--- config.mk ---
export PLATFORM = sky130hd
export DESIGN_NAME = frontend_top
export DESIGN_NICKNAME = d
export VERILOG_FILES = /design/src/logic/frontend_pkg.sv /design/src/logic/pipe_buffer.sv /design/src/logic/pair_decoder.sv /design/src/logic/issue_queue.sv /design/src/logic/frontend_top.sv
export SDC_FILE = /design/constraint.sdc
export NUM_CORES = 1
export LEC_CHECK = 0
export ABC_CLOCK_PERIOD_IN_PS = 38600
export BUFFER_PORTS_ARGS = -buffer_cell sky130_fd_sc_hd__buf_4
export CORE_AREA = 3 3 307 278
export CTS_BUF_LIST = sky130_fd_sc_hd__clkbuf_2 sky130_fd_sc_hd__clkbuf_4 sky130_fd_sc_hd__clkbuf_8
export DETAILED_ROUTE_END_ITERATION = 6
export DIE_AREA = 0 0 310 281
export GPL_TIMING_DRIVEN = 1
export PLACE_DENSITY = 0.69
export SKIP_CTS_REPAIR_TIMING = 1
export SYNTH_ARGS = -nofsm -noshare
export SYNTH_HDL_FRONTEND = slang
export SYNTH_SLANG_ARGS = --single-unit
--- constraint.sdc ---
create_clock -name clk -period 38.6 [get_ports clk]
set_input_delay 3.86 -clock clk [delete_from_list [all_inputs] [get_ports clk]]
set_output_delay 3.86 -clock clk [all_outputs]
set_load 0.005 [all_outputs]
--- src/logic/frontend_pkg.sv ---
// Front end widths, micro-op encoding, instruction word views and pipeline packet types
package frontend_pkg;

    localparam int XLEN           = 32;
    localparam int PC_BITS        = 32;
    localparam int REG_ADDR_BITS  = 5;
    localparam int QUEUE_DEPTH    = 4;
    localparam int QUEUE_PTR_BITS = 2;
    localparam int IMM12_BITS     = 12;

    // Major opcodes recognised by the decoder
    localparam logic [6:0] OPCODE_ALU_REG = 7'b0110011;
    localparam logic [6:0] OPCODE_ALU_IMM = 7'b0010011;
    localparam logic [6:0] OPCODE_LOAD    = 7'b0000011;

    //////////////////////////////
    // Decode rule
    //  rd, rs1 and funct3 always come from their fixed fields
    //  ALU_REG takes rs2 and funct7 from the R view, imm is zero
    //  ALU_IMM and LOAD sign-extend imm12, rs2 and funct7 are zero
    //  ILLEGAL zeroes rd, rs2, imm and funct7
    //  pc and taken_branch pass through unchanged
    //////////////////////////////
    typedef enum logic [1:0] {
        UOP_ALU_REG = 2'd0,
        UOP_ALU_IMM = 2'd1,
        UOP_LOAD    = 2'd2,
        UOP_ILLEGAL = 2'd3
    } uop_t;

    typedef struct packed {
        logic [6:0]               funct7;
        logic [REG_ADDR_BITS-1:0] rs2;
        logic [REG_ADDR_BITS-1:0] rs1;
        logic [2:0]               funct3;
        logic [REG_ADDR_BITS-1:0] rd;
        logic [6:0]               opcode;
    } r_fields_t;

    typedef struct packed {
        logic [IMM12_BITS-1:0]    imm12;
        logic [REG_ADDR_BITS-1:0] rs1;
        logic [2:0]               funct3;
        logic [REG_ADDR_BITS-1:0] rd;
        logic [6:0]               opcode;
    } i_fields_t;

    // Same 32-bit word seen as R-type or I-type
    typedef union packed {
        r_fields_t r_view;
        i_fields_t i_view;
    } instr_word_t;

    typedef struct packed {
        logic [PC_BITS-1:0] pc;
        instr_word_t        data;
        logic               taken_branch;
    } fetched_packet_t;

    // Slot a is always valid inside a transferred pair
    typedef struct packed {
        fetched_packet_t slot_a;
        fetched_packet_t slot_b;
        logic            valid_b;
    } fetch_pair_t;

    typedef struct packed {
        logic [PC_BITS-1:0]       pc;
        uop_t                     microop;
        logic [REG_ADDR_BITS-1:0] rd;
        logic [REG_ADDR_BITS-1:0] rs1;
        logic [REG_ADDR_BITS-1:0] rs2;
        logic [XLEN-1:0]          imm;
        logic [2:0]               funct3;
        logic [6:0]               funct7;
        logic                     taken_branch;
    } decoded_instr_t;

    typedef struct packed {
        decoded_instr_t slot_a;
        decoded_instr_t slot_b;
        logic           valid_b;
    } decoded_pair_t;

endpackage

--- src/logic/pipe_buffer.sv ---
// Two-entry elastic pipeline register with registered ready and flush
module pipe_buffer #(
    parameter int DATA_BITS = 32
) (
    input  logic                 clk,
    input  logic                 reset_i,
    input  logic                 flush_i,
    input  logic                 valid_i,
    input  logic [DATA_BITS-1:0] data_i,
    output logic                 ready_o,
    output logic                 valid_o,
    output logic [DATA_BITS-1:0] data_o,
    input  logic                 ready_i
);

    logic                 main_valid;
    logic [DATA_BITS-1:0] main_data;
    logic                 skid_valid;
    logic [DATA_BITS-1:0] skid_data;
    logic                 in_fire;
    logic                 out_fire;
    logic                 load_main;
    logic                 load_skid;

    // Ready only depends on the skid flop
    assign ready_o  = ~skid_valid;
    assign valid_o  = main_valid;
    assign data_o   = main_data;

    assign in_fire  = valid_i & ready_o;
    assign out_fire = main_valid & ready_i;

    // Main slot refills when empty or drained, skid catches a word while blocked
    assign load_main = ~main_valid | out_fire;
    assign load_skid = in_fire & main_valid & ~ready_i;

    always_ff @(posedge clk) begin
        if (reset_i || flush_i) begin
            main_valid <= 1'b0;
            skid_valid <= 1'b0;
        end else if (load_main) begin
            main_valid <= skid_valid | in_fire;
            skid_valid <= 1'b0;
        end else if (load_skid) begin
            skid_valid <= 1'b1;
        end
    end

    always_ff @(posedge clk) begin
        if (load_main) begin
            main_data <= skid_valid ? skid_data : data_i;
        end
        if (load_skid) begin
            skid_data <= data_i;
        end
    end

endmodule

--- src/logic/pair_decoder.sv ---
// Combinational decoder for both slots of a fetched instruction pair
module pair_decoder (
    input  frontend_pkg::fetch_pair_t   pair_i,
    output frontend_pkg::decoded_pair_t decoded_o
);

    //////////////////////////////
    // Single slot decode
    //////////////////////////////
    function automatic frontend_pkg::decoded_instr_t decode_slot(
        input frontend_pkg::fetched_packet_t slot
    );
        frontend_pkg::decoded_instr_t d;
        d.pc           = slot.pc;
        d.taken_branch = slot.taken_branch;
        // Fixed fields, same position in both views
        d.rd           = slot.data.r_view.rd;
        d.rs1          = slot.data.r_view.rs1;
        d.funct3       = slot.data.r_view.funct3;
        d.rs2          = '0;
        d.imm          = '0;
        d.funct7       = '0;
        case (slot.data.r_view.opcode)
            frontend_pkg::OPCODE_ALU_REG: begin
                d.microop = frontend_pkg::UOP_ALU_REG;
                d.rs2     = slot.data.r_view.rs2;
                d.funct7  = slot.data.r_view.funct7;
            end
            frontend_pkg::OPCODE_ALU_IMM,
            frontend_pkg::OPCODE_LOAD: begin
                if (slot.data.i_view.opcode == frontend_pkg::OPCODE_LOAD) begin
                    d.microop = frontend_pkg::UOP_LOAD;
                end else begin
                    d.microop = frontend_pkg::UOP_ALU_IMM;
                end
                // Sign extend the 12-bit immediate
                d.imm = {{(frontend_pkg::XLEN - frontend_pkg::IMM12_BITS)
                          {slot.data.i_view.imm12[frontend_pkg::IMM12_BITS-1]}},
                         slot.data.i_view.imm12};
            end
            default: begin
                d.microop = frontend_pkg::UOP_ILLEGAL;
                d.rd      = '0;
            end
        endcase
        return d;
    endfunction

    always_comb begin
        decoded_o.slot_a  = decode_slot(pair_i.slot_a);
        decoded_o.slot_b  = decode_slot(pair_i.slot_b);
        decoded_o.valid_b = pair_i.valid_b;
    end

endmodule

--- src/logic/issue_queue.sv ---
// Dual-push dual-pop circular instruction queue with flush
module issue_queue (
    input  logic                         clk,
    input  logic                         reset_i,
    input  logic                         flush_i,
    input  logic                         push_valid_i,
    input  frontend_pkg::decoded_pair_t  push_pair_i,
    output logic                         push_ready_o,
    output logic                         head_valid_o,
    output frontend_pkg::decoded_instr_t head_o,
    output logic                         second_valid_o,
    output frontend_pkg::decoded_instr_t second_o,
    input  logic                         pop_head_i,
    input  logic                         pop_second_i
);

    frontend_pkg::decoded_instr_t mem [frontend_pkg::QUEUE_DEPTH];

    logic [frontend_pkg::QUEUE_PTR_BITS-1:0] wr_ptr;
    logic [frontend_pkg::QUEUE_PTR_BITS-1:0] wr_ptr_plus1;
    logic [frontend_pkg::QUEUE_PTR_BITS-1:0] rd_ptr;
    logic [frontend_pkg::QUEUE_PTR_BITS-1:0] rd_ptr_plus1;
    logic [frontend_pkg::QUEUE_PTR_BITS:0]   count;
    logic [frontend_pkg::QUEUE_PTR_BITS:0]   push_num;
    logic [frontend_pkg::QUEUE_PTR_BITS:0]   pop_num;
    logic                                    push_fire;
    logic                                    pop_head;
    logic                                    pop_second;

    // Depth is a power of two, so pointers wrap on their own
    assign wr_ptr_plus1 = wr_ptr + 1'b1;
    assign rd_ptr_plus1 = rd_ptr + 1'b1;

    //////////////////////////////
    // Status and pop side
    //////////////////////////////
    // Room for a full pair is required, whatever valid_b says
    assign push_ready_o   = (count <= (frontend_pkg::QUEUE_DEPTH - 2));
    assign head_valid_o   = (count != '0);
    assign second_valid_o = (count >= 2);
    assign head_o         = mem[rd_ptr];
    assign second_o       = mem[rd_ptr_plus1];

    assign push_fire  = push_valid_i & push_ready_o & ~flush_i;
    assign pop_head   = pop_head_i & head_valid_o & ~flush_i;
    assign pop_second = pop_head & pop_second_i & second_valid_o;

    always_comb begin
        push_num = '0;
        if (push_fire) begin
            push_num = push_pair_i.valid_b ? 2 : 1;
        end
        pop_num = '0;
        if (pop_second) begin
            pop_num = 2;
        end else if (pop_head) begin
            pop_num = 1;
        end
    end

    //////////////////////////////
    // Pointers and occupancy
    //////////////////////////////
    always_ff @(posedge clk) begin
        if (reset_i || flush_i) begin
            wr_ptr <= '0;
            rd_ptr <= '0;
            count  <= '0;
        end else begin
            wr_ptr <= wr_ptr + push_num[frontend_pkg::QUEUE_PTR_BITS-1:0];
            rd_ptr <= rd_ptr + pop_num[frontend_pkg::QUEUE_PTR_BITS-1:0];
            count  <= count + push_num - pop_num;
        end
    end

    // Entry storage, slot a lands first
    always_ff @(posedge clk) begin
        if (push_fire) begin
            mem[wr_ptr] <= push_pair_i.slot_a;
            if (push_pair_i.valid_b) begin
                mem[wr_ptr_plus1] <= push_pair_i.slot_b;
            end
        end
    end

endmodule

--- src/logic/frontend_top.sv ---
// Front end top level with IF/ID buffer, pair decoder, ID/RR buffer and issue queue
module frontend_top (
    input  logic                         clk,
    input  logic                         reset_i,
    input  logic                         flush_i,
    input  logic                         fetch_valid_i,
    input  frontend_pkg::fetch_pair_t    fetch_pair_i,
    output logic                         fetch_ready_o,
    output logic                         head_valid_o,
    output frontend_pkg::decoded_instr_t head_o,
    output logic                         second_valid_o,
    output frontend_pkg::decoded_instr_t second_o,
    input  logic                         pop_head_i,
    input  logic                         pop_second_i
);

    //////////////////////////////
    // IF/ID pipeline register
    //////////////////////////////
    logic                        if_id_valid;
    logic                        id_rr_ready;
    frontend_pkg::fetch_pair_t   if_id_pair;

    pipe_buffer #(
        .DATA_BITS($bits(frontend_pkg::fetch_pair_t))
    ) if_id_buffer (
        .clk     (clk),
        .reset_i (reset_i),
        .flush_i (flush_i),
        .valid_i (fetch_valid_i),
        .data_i  (fetch_pair_i),
        .ready_o (fetch_ready_o),
        .valid_o (if_id_valid),
        .data_o  (if_id_pair),
        .ready_i (id_rr_ready)
    );

    // Decode stage, no storage
    frontend_pkg::decoded_pair_t id_pair;

    pair_decoder pair_decoder (
        .pair_i    (if_id_pair),
        .decoded_o (id_pair)
    );

    //////////////////////////////
    // ID/RR pipeline register
    //////////////////////////////
    logic                        rr_valid;
    logic                        queue_ready;
    frontend_pkg::decoded_pair_t rr_pair;

    pipe_buffer #(
        .DATA_BITS($bits(frontend_pkg::decoded_pair_t))
    ) id_rr_buffer (
        .clk     (clk),
        .reset_i (reset_i),
        .flush_i (flush_i),
        .valid_i (if_id_valid),
        .data_i  (id_pair),
        .ready_o (id_rr_ready),
        .valid_o (rr_valid),
        .data_o  (rr_pair),
        .ready_i (queue_ready)
    );

    issue_queue issue_queue (
        .clk            (clk),
        .reset_i        (reset_i),
        .flush_i        (flush_i),
        .push_valid_i   (rr_valid),
        .push_pair_i    (rr_pair),
        .push_ready_o   (queue_ready),
        .head_valid_o   (head_valid_o),
        .head_o         (head_o),
        .second_valid_o (second_valid_o),
        .second_o       (second_o),
        .pop_head_i     (pop_head_i),
        .pop_second_i   (pop_second_i)
    );

endmodule

# After elaboration in Yosys (flattened, before gate mapping)
# Memories as Yosys holds them, arrays and structs flattened. A register that Yosys moved wholly into a read port is not among the register bits.
# Cells that the tools add are included.
[totals]
out_inout_bits = 187
memories = 1
regBits = 643
input_bits = 137
latch_bits = 0
romBits = 0
ramBits = 368
[mem_list]
columns = ["name", "depth", "word_bits", "read_ports", "rd_clocked_by_memory_dff", "write_ports", "line_no", "source"]
rows = [
  ["issue_queue.mem", 4, 92, 2, 1, 2, "issue_queue.sv:17", "frontend_pkg::decoded_instr_t mem [frontend_pkg::QUEUE_DEPTH];"],
]
[op_classes]
mul = 0
add_sub_neg = 6
eq_ne = 6
n_bitwise = 22
muxes = 24
div_mod_pow = 0
magnitude_cmp = 2
shifts = 0
n_reduce_logical = 8
[op_table]
columns = ["op", "n"]
rows = [
  ["$mux W185", 1],
  ["$mux W131", 1],
  ["$mux W32", 2],
  ["$mux W5", 4],
  ["$eq A7 B2 Y1 const B", 2],
  ["$eq A7 B5 Y1 const B", 2],
  ["$eq A7 B6 Y1 const B", 2],
  ["$mux W7", 2],
  ["$and A1 B1 Y1", 12],
  ["$mux W2", 4],
  ["$pmux W2 S2", 2],
  ["$reduce_or A2 Y1", 4],
  ["$mux W1", 6],
  ["$mux W3", 2],
  ["$not A1 Y1", 6],
  ["$reduce_or A3 Y1", 2],
  ["$add A2 B1 Y2 const B", 2],
  ["$add A2 B2 Y2", 2],
  ["$or A1 B1 Y1", 4],
  ["$add A3 B3 Y3", 1],
  ["$ge A3 B2 Y1 const B", 1],
  ["$le A3 B2 Y1 const B", 1],
  ["$reduce_bool A3 Y1", 1],
  ["$sub A3 B3 Y3", 1],
  ["$logic_or A1 B1 Y1", 1],
]

# Depth between registers and ports, before layout
# Gate-level depths: netlist (run 1).
[depth]
ltp_word = 8
mapped_depth = 10

# Hierarchy
# From an unflattened synthesis (run 1), not the netlist that was laid out.
[hier_totals]
hier_cells = 2302
hier_area_um2 = 45501.1
[modules_own_cells]
columns = ["mod", "instances", "area_per_inst_um2", "cells_per_inst"]
rows = [
  ["issue_queue", 1, 20266.9, 1065],
  ["pipe_buffer at id_rr_buffer", 1, 13914.6, 584],
  ["pipe_buffer at if_id_buffer", 1, 9768.1, 416],
  ["pair_decoder", 1, 1551.5, 237],
]

# Worst setup path after synthesis (run 1)
# No wires, ideal clock.
[synth_path]
path_type = "reg2reg"
from = "register issue_queue.count[1] (netlist bit)"
to = "register id_rr_buffer.skid_data[0] (enable)"
stages_incl_launch_ff = 4
t_required_ns = 37.743
arrival_ns = 15.127
setup_time_ns = 0.857
setup_slack_ns = 22.616
path_cell_list = "dfxtp_1 a21oi_4 nand2b_1 nor3b_1"
[synth_via]
elab_chain_cells = 3
[synth_rtl]
columns = ["item", "line_no", "source"]
rows = [
  ["start: declaration", "issue_queue.sv:23", "logic [frontend_pkg::QUEUE_PTR_BITS:0] count;"],
  ["start signal: assignment", "issue_queue.sv:72", "count <= count + push_num - pop_num;"],
  ["$le A3 B2 Y1", "issue_queue.sv:38", "assign push_ready_o = (count <= (frontend_pkg::QUEUE_DEPTH - 2));"],
  ["$not A1 Y1", "pipe_buffer.sv:35", "assign load_skid = in_fire & main_valid & ~ready_i;"],
  ["$and A1 B1 Y1", "pipe_buffer.sv:35", ""],
  ["via id_rr_buffer.load_skid", "pipe_buffer.sv:23", "logic load_skid;"],
  ["end signal: assignment", "pipe_buffer.sv:54", "skid_data <= data_i;"],
  ["end: declaration", "pipe_buffer.sv:19", "logic [DATA_BITS-1:0] skid_data;"],
]
# The timed path passes the listed nets, and every way through them passes these cells.
# A chain may end at the register's enable or synchronous reset.

==> run summary, run 1 <==
Final Hold Fails -> 0
Syn. warnings -> 0
#FFs+latches synth -> 851
Placed cell count -> 3181
Crit share post-route -> 19.7%
Ys flop type -> edfxtp_1
First-pass GRT wire length -> 123 mm
Die area -> 87100 um2
RSZ-0062 raised after global routing -> no
Initial antenna violation count -> 6
Port bufs -> 323
Worst-Margin Slew -> 1190 ps
Mapped cell area -> 37000 um2
Worst Path Arrival -> 3750 ps
First-pass DRT Iterations -> 5
Setup Skew -> 34.1 ps
Slew headroom -> 20.4%
Pre-CTS WS -> 30780 ps
Drt total wl -> 82.6 mm
Worst-Skew Late Latency -> 770 ps
Clock slew at reported path FFs -> 60 ps
H-tree depth -> 4
Share of layout cells above drive strength 1 -> 52.2%
Total global-route track usage -> 19.1%
Distinct cell type count after synthesis -> 44
Syn Inst Count -> 1898
CTS sink cnt -> 851
Post-route DRC -> 0
Die W -> 310 um
Async S/R FF share, synth -> 0%
CTS tree -> yes
Worst Path Max Fanout -> 55
Post-synth EDFFs -> 840
Worst Path Class, Setup -> reg2out
CTS Buf Count -> 142
PwrDens -> 43.2 nW/um2
Vias per cell -> 5.49
Final nets -> 2396
Initial DRC Count -> 1403
Syn-to-layout area delta -> 16.2%
Commonest cells after routing, fill and taps aside -> edfxtp_1 (840), mux2_2 (486), buf_4 (357), clkbuf_8 (146), mux4_2 (144)
Gpl congestion -> 0.760
Fmax -> 131 MHz
WP data required -> 34740 ps
Final Max Tran Viols -> 0
Max-cap violations -> 0
Status -> finished, final reports clean
Core Region -> 82600 um2
Synthesized area per cell -> 19.5 um2
Routed length per instance -> 24.1 um
Final setup TNS -> 0 ps
Final setup violation count -> 0
Die height -> 281 um
Fin cells -> 3432
DP HPWL -> 51.6 mm
Critical path endpoint category -> output pin
Pleak -> 15.0 nW
Tmin final -> 7610 ps
Highest ir drop seen on vdd -> 0.0280 mV
Via count -> 18800
Syn nets -> 2040
Number of global-route vias before repair -> 19900
Most common cell after layout, fill and taps aside -> edfxtp_1
Util after Layout -> 52.0%
Initial Utilization -> 44.8%
Setup slack after layout -> 30990 ps
Sequential area share after synthesis -> 68.8%
Row Count -> 100
Crit path launch type -> register
Final antenna-violating net count -> 0
Total gr overflow -> 0
Ports -> 324
Worst hold path class -> reg2reg
Clock root buffer -> clkbuf_8
Largest net degree at the start of global routing -> 81
Clock tree buffer depth -> 3
[final cells by class]
class	instances	area (um2)
Antenna cell	3	7.51
Clock buffer	198	2400
Clock inverter	50	334
Fill cell	6503	39600
Inverter	6	22.5
Multi-Input combinational cell	896	10700
Sequential cell	851	25500
Tap cell	1071	1340
Timing Repair Buffer	357	2680
[cell usage after synthesis (2+ instances only)]
master | number | area (um2)
xor2_1 | 2 | 17.5
mux4_2 | 144 | 3240
nand4_4 | 3 | 63.8
nor2b_1 | 34 | 213
fa_1 | 2 | 40.0
buf_1 | 14 | 52.6
and2_1 | 61 | 382
nand2_1 | 20 | 75.1
nand2b_1 | 8 | 50.1
clkbuf_1 | 34 | 128
ha_1 | 3 | 37.5
mux2_2 | 486 | 5470
a21oi_1 | 3 | 15.0
nor3b_1 | 4 | 30.0
nor3_1 | 8 | 40.0
buf_2 | 41 | 205
mux2_1 | 20 | 225
inv_1 | 6 | 22.5
nand3_1 | 3 | 15.0
nor3_2 | 2 | 20.0
or2_2 | 2 | 12.5
and3_1 | 2 | 12.5
buf_4 | 42 | 315
edfxtp_1 | 840 | 25200
dfxtp_1 | 11 | 220
or3_1 | 5 | 31.3
mux2i_1 | 2 | 20.0
o21ai_0 | 14 | 70.1
nor2_1 | 11 | 41.3
a22o_1 | 44 | 385
buf_6 | 14 | 158
[logic make-up (layout without fill, tap and decap cells)]
family	count (synthesis)	in the layout	synth area share (%)
flops	851	851	68.8
mux	652	652	24.2
simple gates	171	171	2.91
buf+inv	151	611	2.38
compound gates	65	65	1.37
fa+ha+maj	5	5	0.210
xor+xnor	3	3	0.0711
other cells	0	3	0
[layer usage]
metal	vias to the layer above	track usage (%)	part of all wire [%]	wire length, um
li1	8366	-	-	-
met5	-	0	0.029	24
met4	4	7.49	3.0	2490
met3	157	4.23	6.4	5320
met1	9672	24.7	41	33800
met2	628	31.6	50	40900
[state kept, by name, summed over array words and instances, names as in the netlist]
signal	count
issue_queue.mem	288
id_rr_buffer.valid_o	1
id_rr_buffer.data_o	145
issue_queue.wr_ptr	2
if_id_buffer.data_o	131
id_rr_buffer.skid_valid	1
issue_queue.rd_ptr	2
if_id_buffer.valid_o	1
if_id_buffer.skid_data	131
if_id_buffer.skid_valid	1
id_rr_buffer.skid_data	145
issue_queue.count	3
[power breakdown]
| group | switching [W] | total, W | internal (W) |
|---|---|---|---|
| Combinational | 0.0000166 | 0.0000450 | 0.0000283 |
| Sequential | 0.00000949 | 0.00103 | 0.00102 |
| Clock | 0.000353 | 0.000775 | 0.000422 |
[worst paths after layout]
check             depth (start not counted)                          startpoint                                    end  slack [ps]
setup / recovery                          3    issue_queue.rd_ptr[0]$_SDFF_PP0_                             head_o[26]       30990
hold / removal                            0  if_id_buffer.data_o[109]$_DFFE_PP_  id_rr_buffer.skid_data[163]$_DFFE_PP_         440
setup reg to reg                          5   id_rr_buffer.valid_o$_SDFFE_PP0P_        issue_queue.mem[3][2]$_DFFE_PP_       34400
hold reg to reg                           0  if_id_buffer.data_o[109]$_DFFE_PP_  id_rr_buffer.skid_data[163]$_DFFE_PP_         440
[critical path, stage by stage, from the launching register on]
cell and delay (ps):
dfxtp_4 1040, buf_4 850, mux4_2 790, buf_4 210
[metrics by stage]
stage               hold slack (ps)  power (W)  cell area (um2)
floorplan                       422    0.00107            37000
global placement                433    0.00110            40200
detailed placement              434    0.00110            40200
CTS                             447    0.00188            43000
global route                    454    0.00193            43000
finish                          443    0.00185            43000
(Power assumes the default switching activity.)
==> run 2, diff against run 1 <==
Settings changed: ABC_AREA set to 1, ABC_CLOCK_PERIOD_IN_PS 38600 to 6950, CORE_AREA 3 3 307 278 to 3 3 308 280, DIE_AREA 0 0 310 281 to 0 0 311 283, PLACE_DENSITY 0.69 to 0.71.
Clock period 38.6 ns to 6.95 ns, I/O delays scaled along.
==> run 2 against run 1 <==
Combinational power rose to 5.9 times the previous value. Register-to-register slack worse by 31000 ps. Clock skew up 11 ps. Die area up 1.0%. Critical path type unchanged. Critical endpoint unchanged.
==> run summary, run 2 <==
WL met2 -> 42.3 mm
Gate power share -> 2.6%
Commonest cells after routing, fill and taps aside -> nand2_1 (1203), edfxtp_1 (840), buf_4 (349), nor2_1 (293), o21ai_0 (260)
Largest net degree at the start of global routing -> 146
Util after Layout -> 51.9%
Syn. warnings -> 0
Initial Utilization -> 45.0%
Worst Path Max Fanout -> 125
Core Region -> 82800 um2
Pleak -> 17.3 nW
Ports -> 324
Detailed-routing wirelength on met1 -> 42.7 mm
Internal -> 0.00820 W
Worst-Margin Slew -> 1140 ps
Reg-to-Reg Start -> issue_queue.count[1]$_SDFF_PP0_
Status -> finished, final reports clean
RSZ-0062 raised after global routing -> no
Tmin final -> 4990 ps
Crit path launch type -> register
Die area -> 88000 um2
CTS sink cnt -> 851
Ranking of synthesized cells by area -> edfxtp_1 (68%), nand2_1 (12%), o21ai_0 (3.5%)
Yosys top cell area share -> 67.6%
Post-synth EDFFs -> 840
Drt total wl -> 99.6 mm
Routed length per instance -> 19.6 um
Number of global-route vias before repair -> 25500
Port bufs -> 323
Fillers -> 7238
Worst Path Arrival -> 4290 ps
Synthesized area per cell -> 10.4 um2
Worst hold path class -> in2reg
Final Max Tran Viols -> 0
Top Layer Used -> met5
Async S/R FF share, synth -> 0%
Clock tree buffer depth -> 3
First-pass DRT Iterations -> 6
Seq pwr share -> 55.1%
Final setup TNS -> 0 ps
Row Count -> 100
Synth top cells by count -> nand2_1 (1208), edfxtp_1 (840), nor2_1 (295)
Setup Skew -> 45.3 ps
R2R cell count -> 4
Die height -> 283 um
Post-route DRC -> 0
Initial antenna violation count -> 10
Gpl congestion -> 0.861
Clock slew at reported path FFs -> 60 ps
Met3 Wirelength -> 10.8 mm
Biggest register -> issue_queue.mem
Worst Hold Path Cells -> 1
Highest ir drop seen on vdd -> 0.176 mV
Via count -> 26600
Critical path endpoint category -> output pin
Die W -> 311 um
Switch share -> 21.5%
Synth area leader -> edfxtp_1
Share of layout cells above drive strength 1 -> 15.0%
WP data required -> 6250 ps
Max FFs per register -> 288
HP Start -> fetch_pair_i[21]
Syn Inst Count -> 3593
Worst Path Class, Setup -> reg2out
PwrDens -> 243 nW/um2
Mapped cell area -> 37300 um2
Slew headroom -> 23.7%
Fmax -> 200 MHz
Total gr overflow -> 0
Final setup violation count -> 0
Distinct cell type count after synthesis -> 27
Syn-to-layout area delta -> 15.3%
Final Hold Fails -> 0
CTS tree -> yes
Final nets -> 3980
Reg2reg setup slack -> 3220 ps
Most frequent cell after synthesis -> nand2_1
Clock power frac -> 42.4%
Hold Path End -> if_id_buffer.skid_data[21]$_DFFE_PP_
First-pass GRT wire length -> 152 mm
DP HPWL -> 63.2 mm
Worst-Skew Late Latency -> 800 ps
H-tree depth -> 4
Ys flop type -> edfxtp_1
Clock root buffer -> clkbuf_8
Most common cell after layout, fill and taps aside -> nand2_1
Syn nets -> 3735
Psw -> 0.00224 W
#FFs+latches synth -> 851
CTS Buf Count -> 143
Worst r2r dst -> issue_queue.mem[1][51]$_DFFE_PP_
Sequential area share after synthesis -> 68.2%
Total global-route track usage -> 22.4%
Max-cap violations -> 0
Vias per cell -> 5.23
Final antenna-violating net count -> 0
Initial DRC Count -> 3129
Crit share post-route -> 71.8%
==> run 2: metal layers <==
layer	vias up	GRT usage [%]
li1	12700	-
met1	12300	32.3
met2	1321	32.2
met3	230	5.85
met4	14	9.08
met5	-	0
==> run 2: area by class of cell <==
type / instances / area [um2] / area share [%]
flip-flops and latches: 851 / 25500 / 59.2
clock buffers: 189 / 2330 / 5.41
inverters: 216 / 823 / 1.91
multi-input cells: 2275 / 9820 / 22.8
repair buffers: 351 / 2660 / 6.18
well taps: 1122 / 1400 / 3.26
clock inverters: 73 / 518 / 1.20
diodes: 4 / 10.0 / 0.0233
==> run 2: cells by family after synthesis <==
kind of cell / synth area share (%)
adder cells (fa/ha/maj): 0.208
XOR/XNOR: 0.0235
AND/OR/NAND/NOR: 15.7
buffers and inverters: 5.68
flip-flops: 68.2
AO/OA/AOI/OAI: 10.1
==> run 2: worst max-delay path, cell delays in order (launching register included) <==
cell	delay, ps
dfxtp_4	510
buf_4	400
inv_6	680
buf_4	900
o21ai_0	170
o22ai_1	250
buf_4	290
buf_4	150
==> run 2: worst max path at each step <==
stage | startpoint | end | cells after the start
4_1_cts | issue_queue.rd_ptr[1]$_SDFF_PP0_ | second_o[31] | 6
3_3_place_gp | flush_i | issue_queue.mem[1][10]$_DFFE_PP_ | 5
5_1_grt | issue_queue.rd_ptr[0]$_SDFF_PP0_ | head_o[41] | 7
2_1_floorplan | flush_i | issue_queue.mem[3][0]$_DFFE_PP_ | 3
3_5_place_dp | flush_i | issue_queue.mem[1][10]$_DFFE_PP_ | 5
6_report | issue_queue.rd_ptr[0]$_SDFF_PP0_ | head_o[26] | 7
==> run 2: power groups by stage <==
stage	combinational [W]	sequential (W)	clock (W)
floorplan	0.000132	0.00582	0
global placement	0.000257	0.00585	0
detailed placement	0.000266	0.00585	0
CTS	0.000268	0.00575	0.00451
global route	0.000305	0.00575	0.00475
finish	0.000266	0.00575	0.00443
==> run 2: through the flow <==
stage	cell area, um2	power [W]	hold slack [ps]	std cells	setup slack, ps
floorplan	37300	0.00596	427	3593	178
global placement	40200	0.00611	430	4815	2930
detailed placement	40200	0.00612	435	4815	2840
CTS	43000	0.0105	1.58	5077	1960
global route	43000	0.0108	17.3	5079	1690
finish	43000	0.0104	86.7	5081	1960
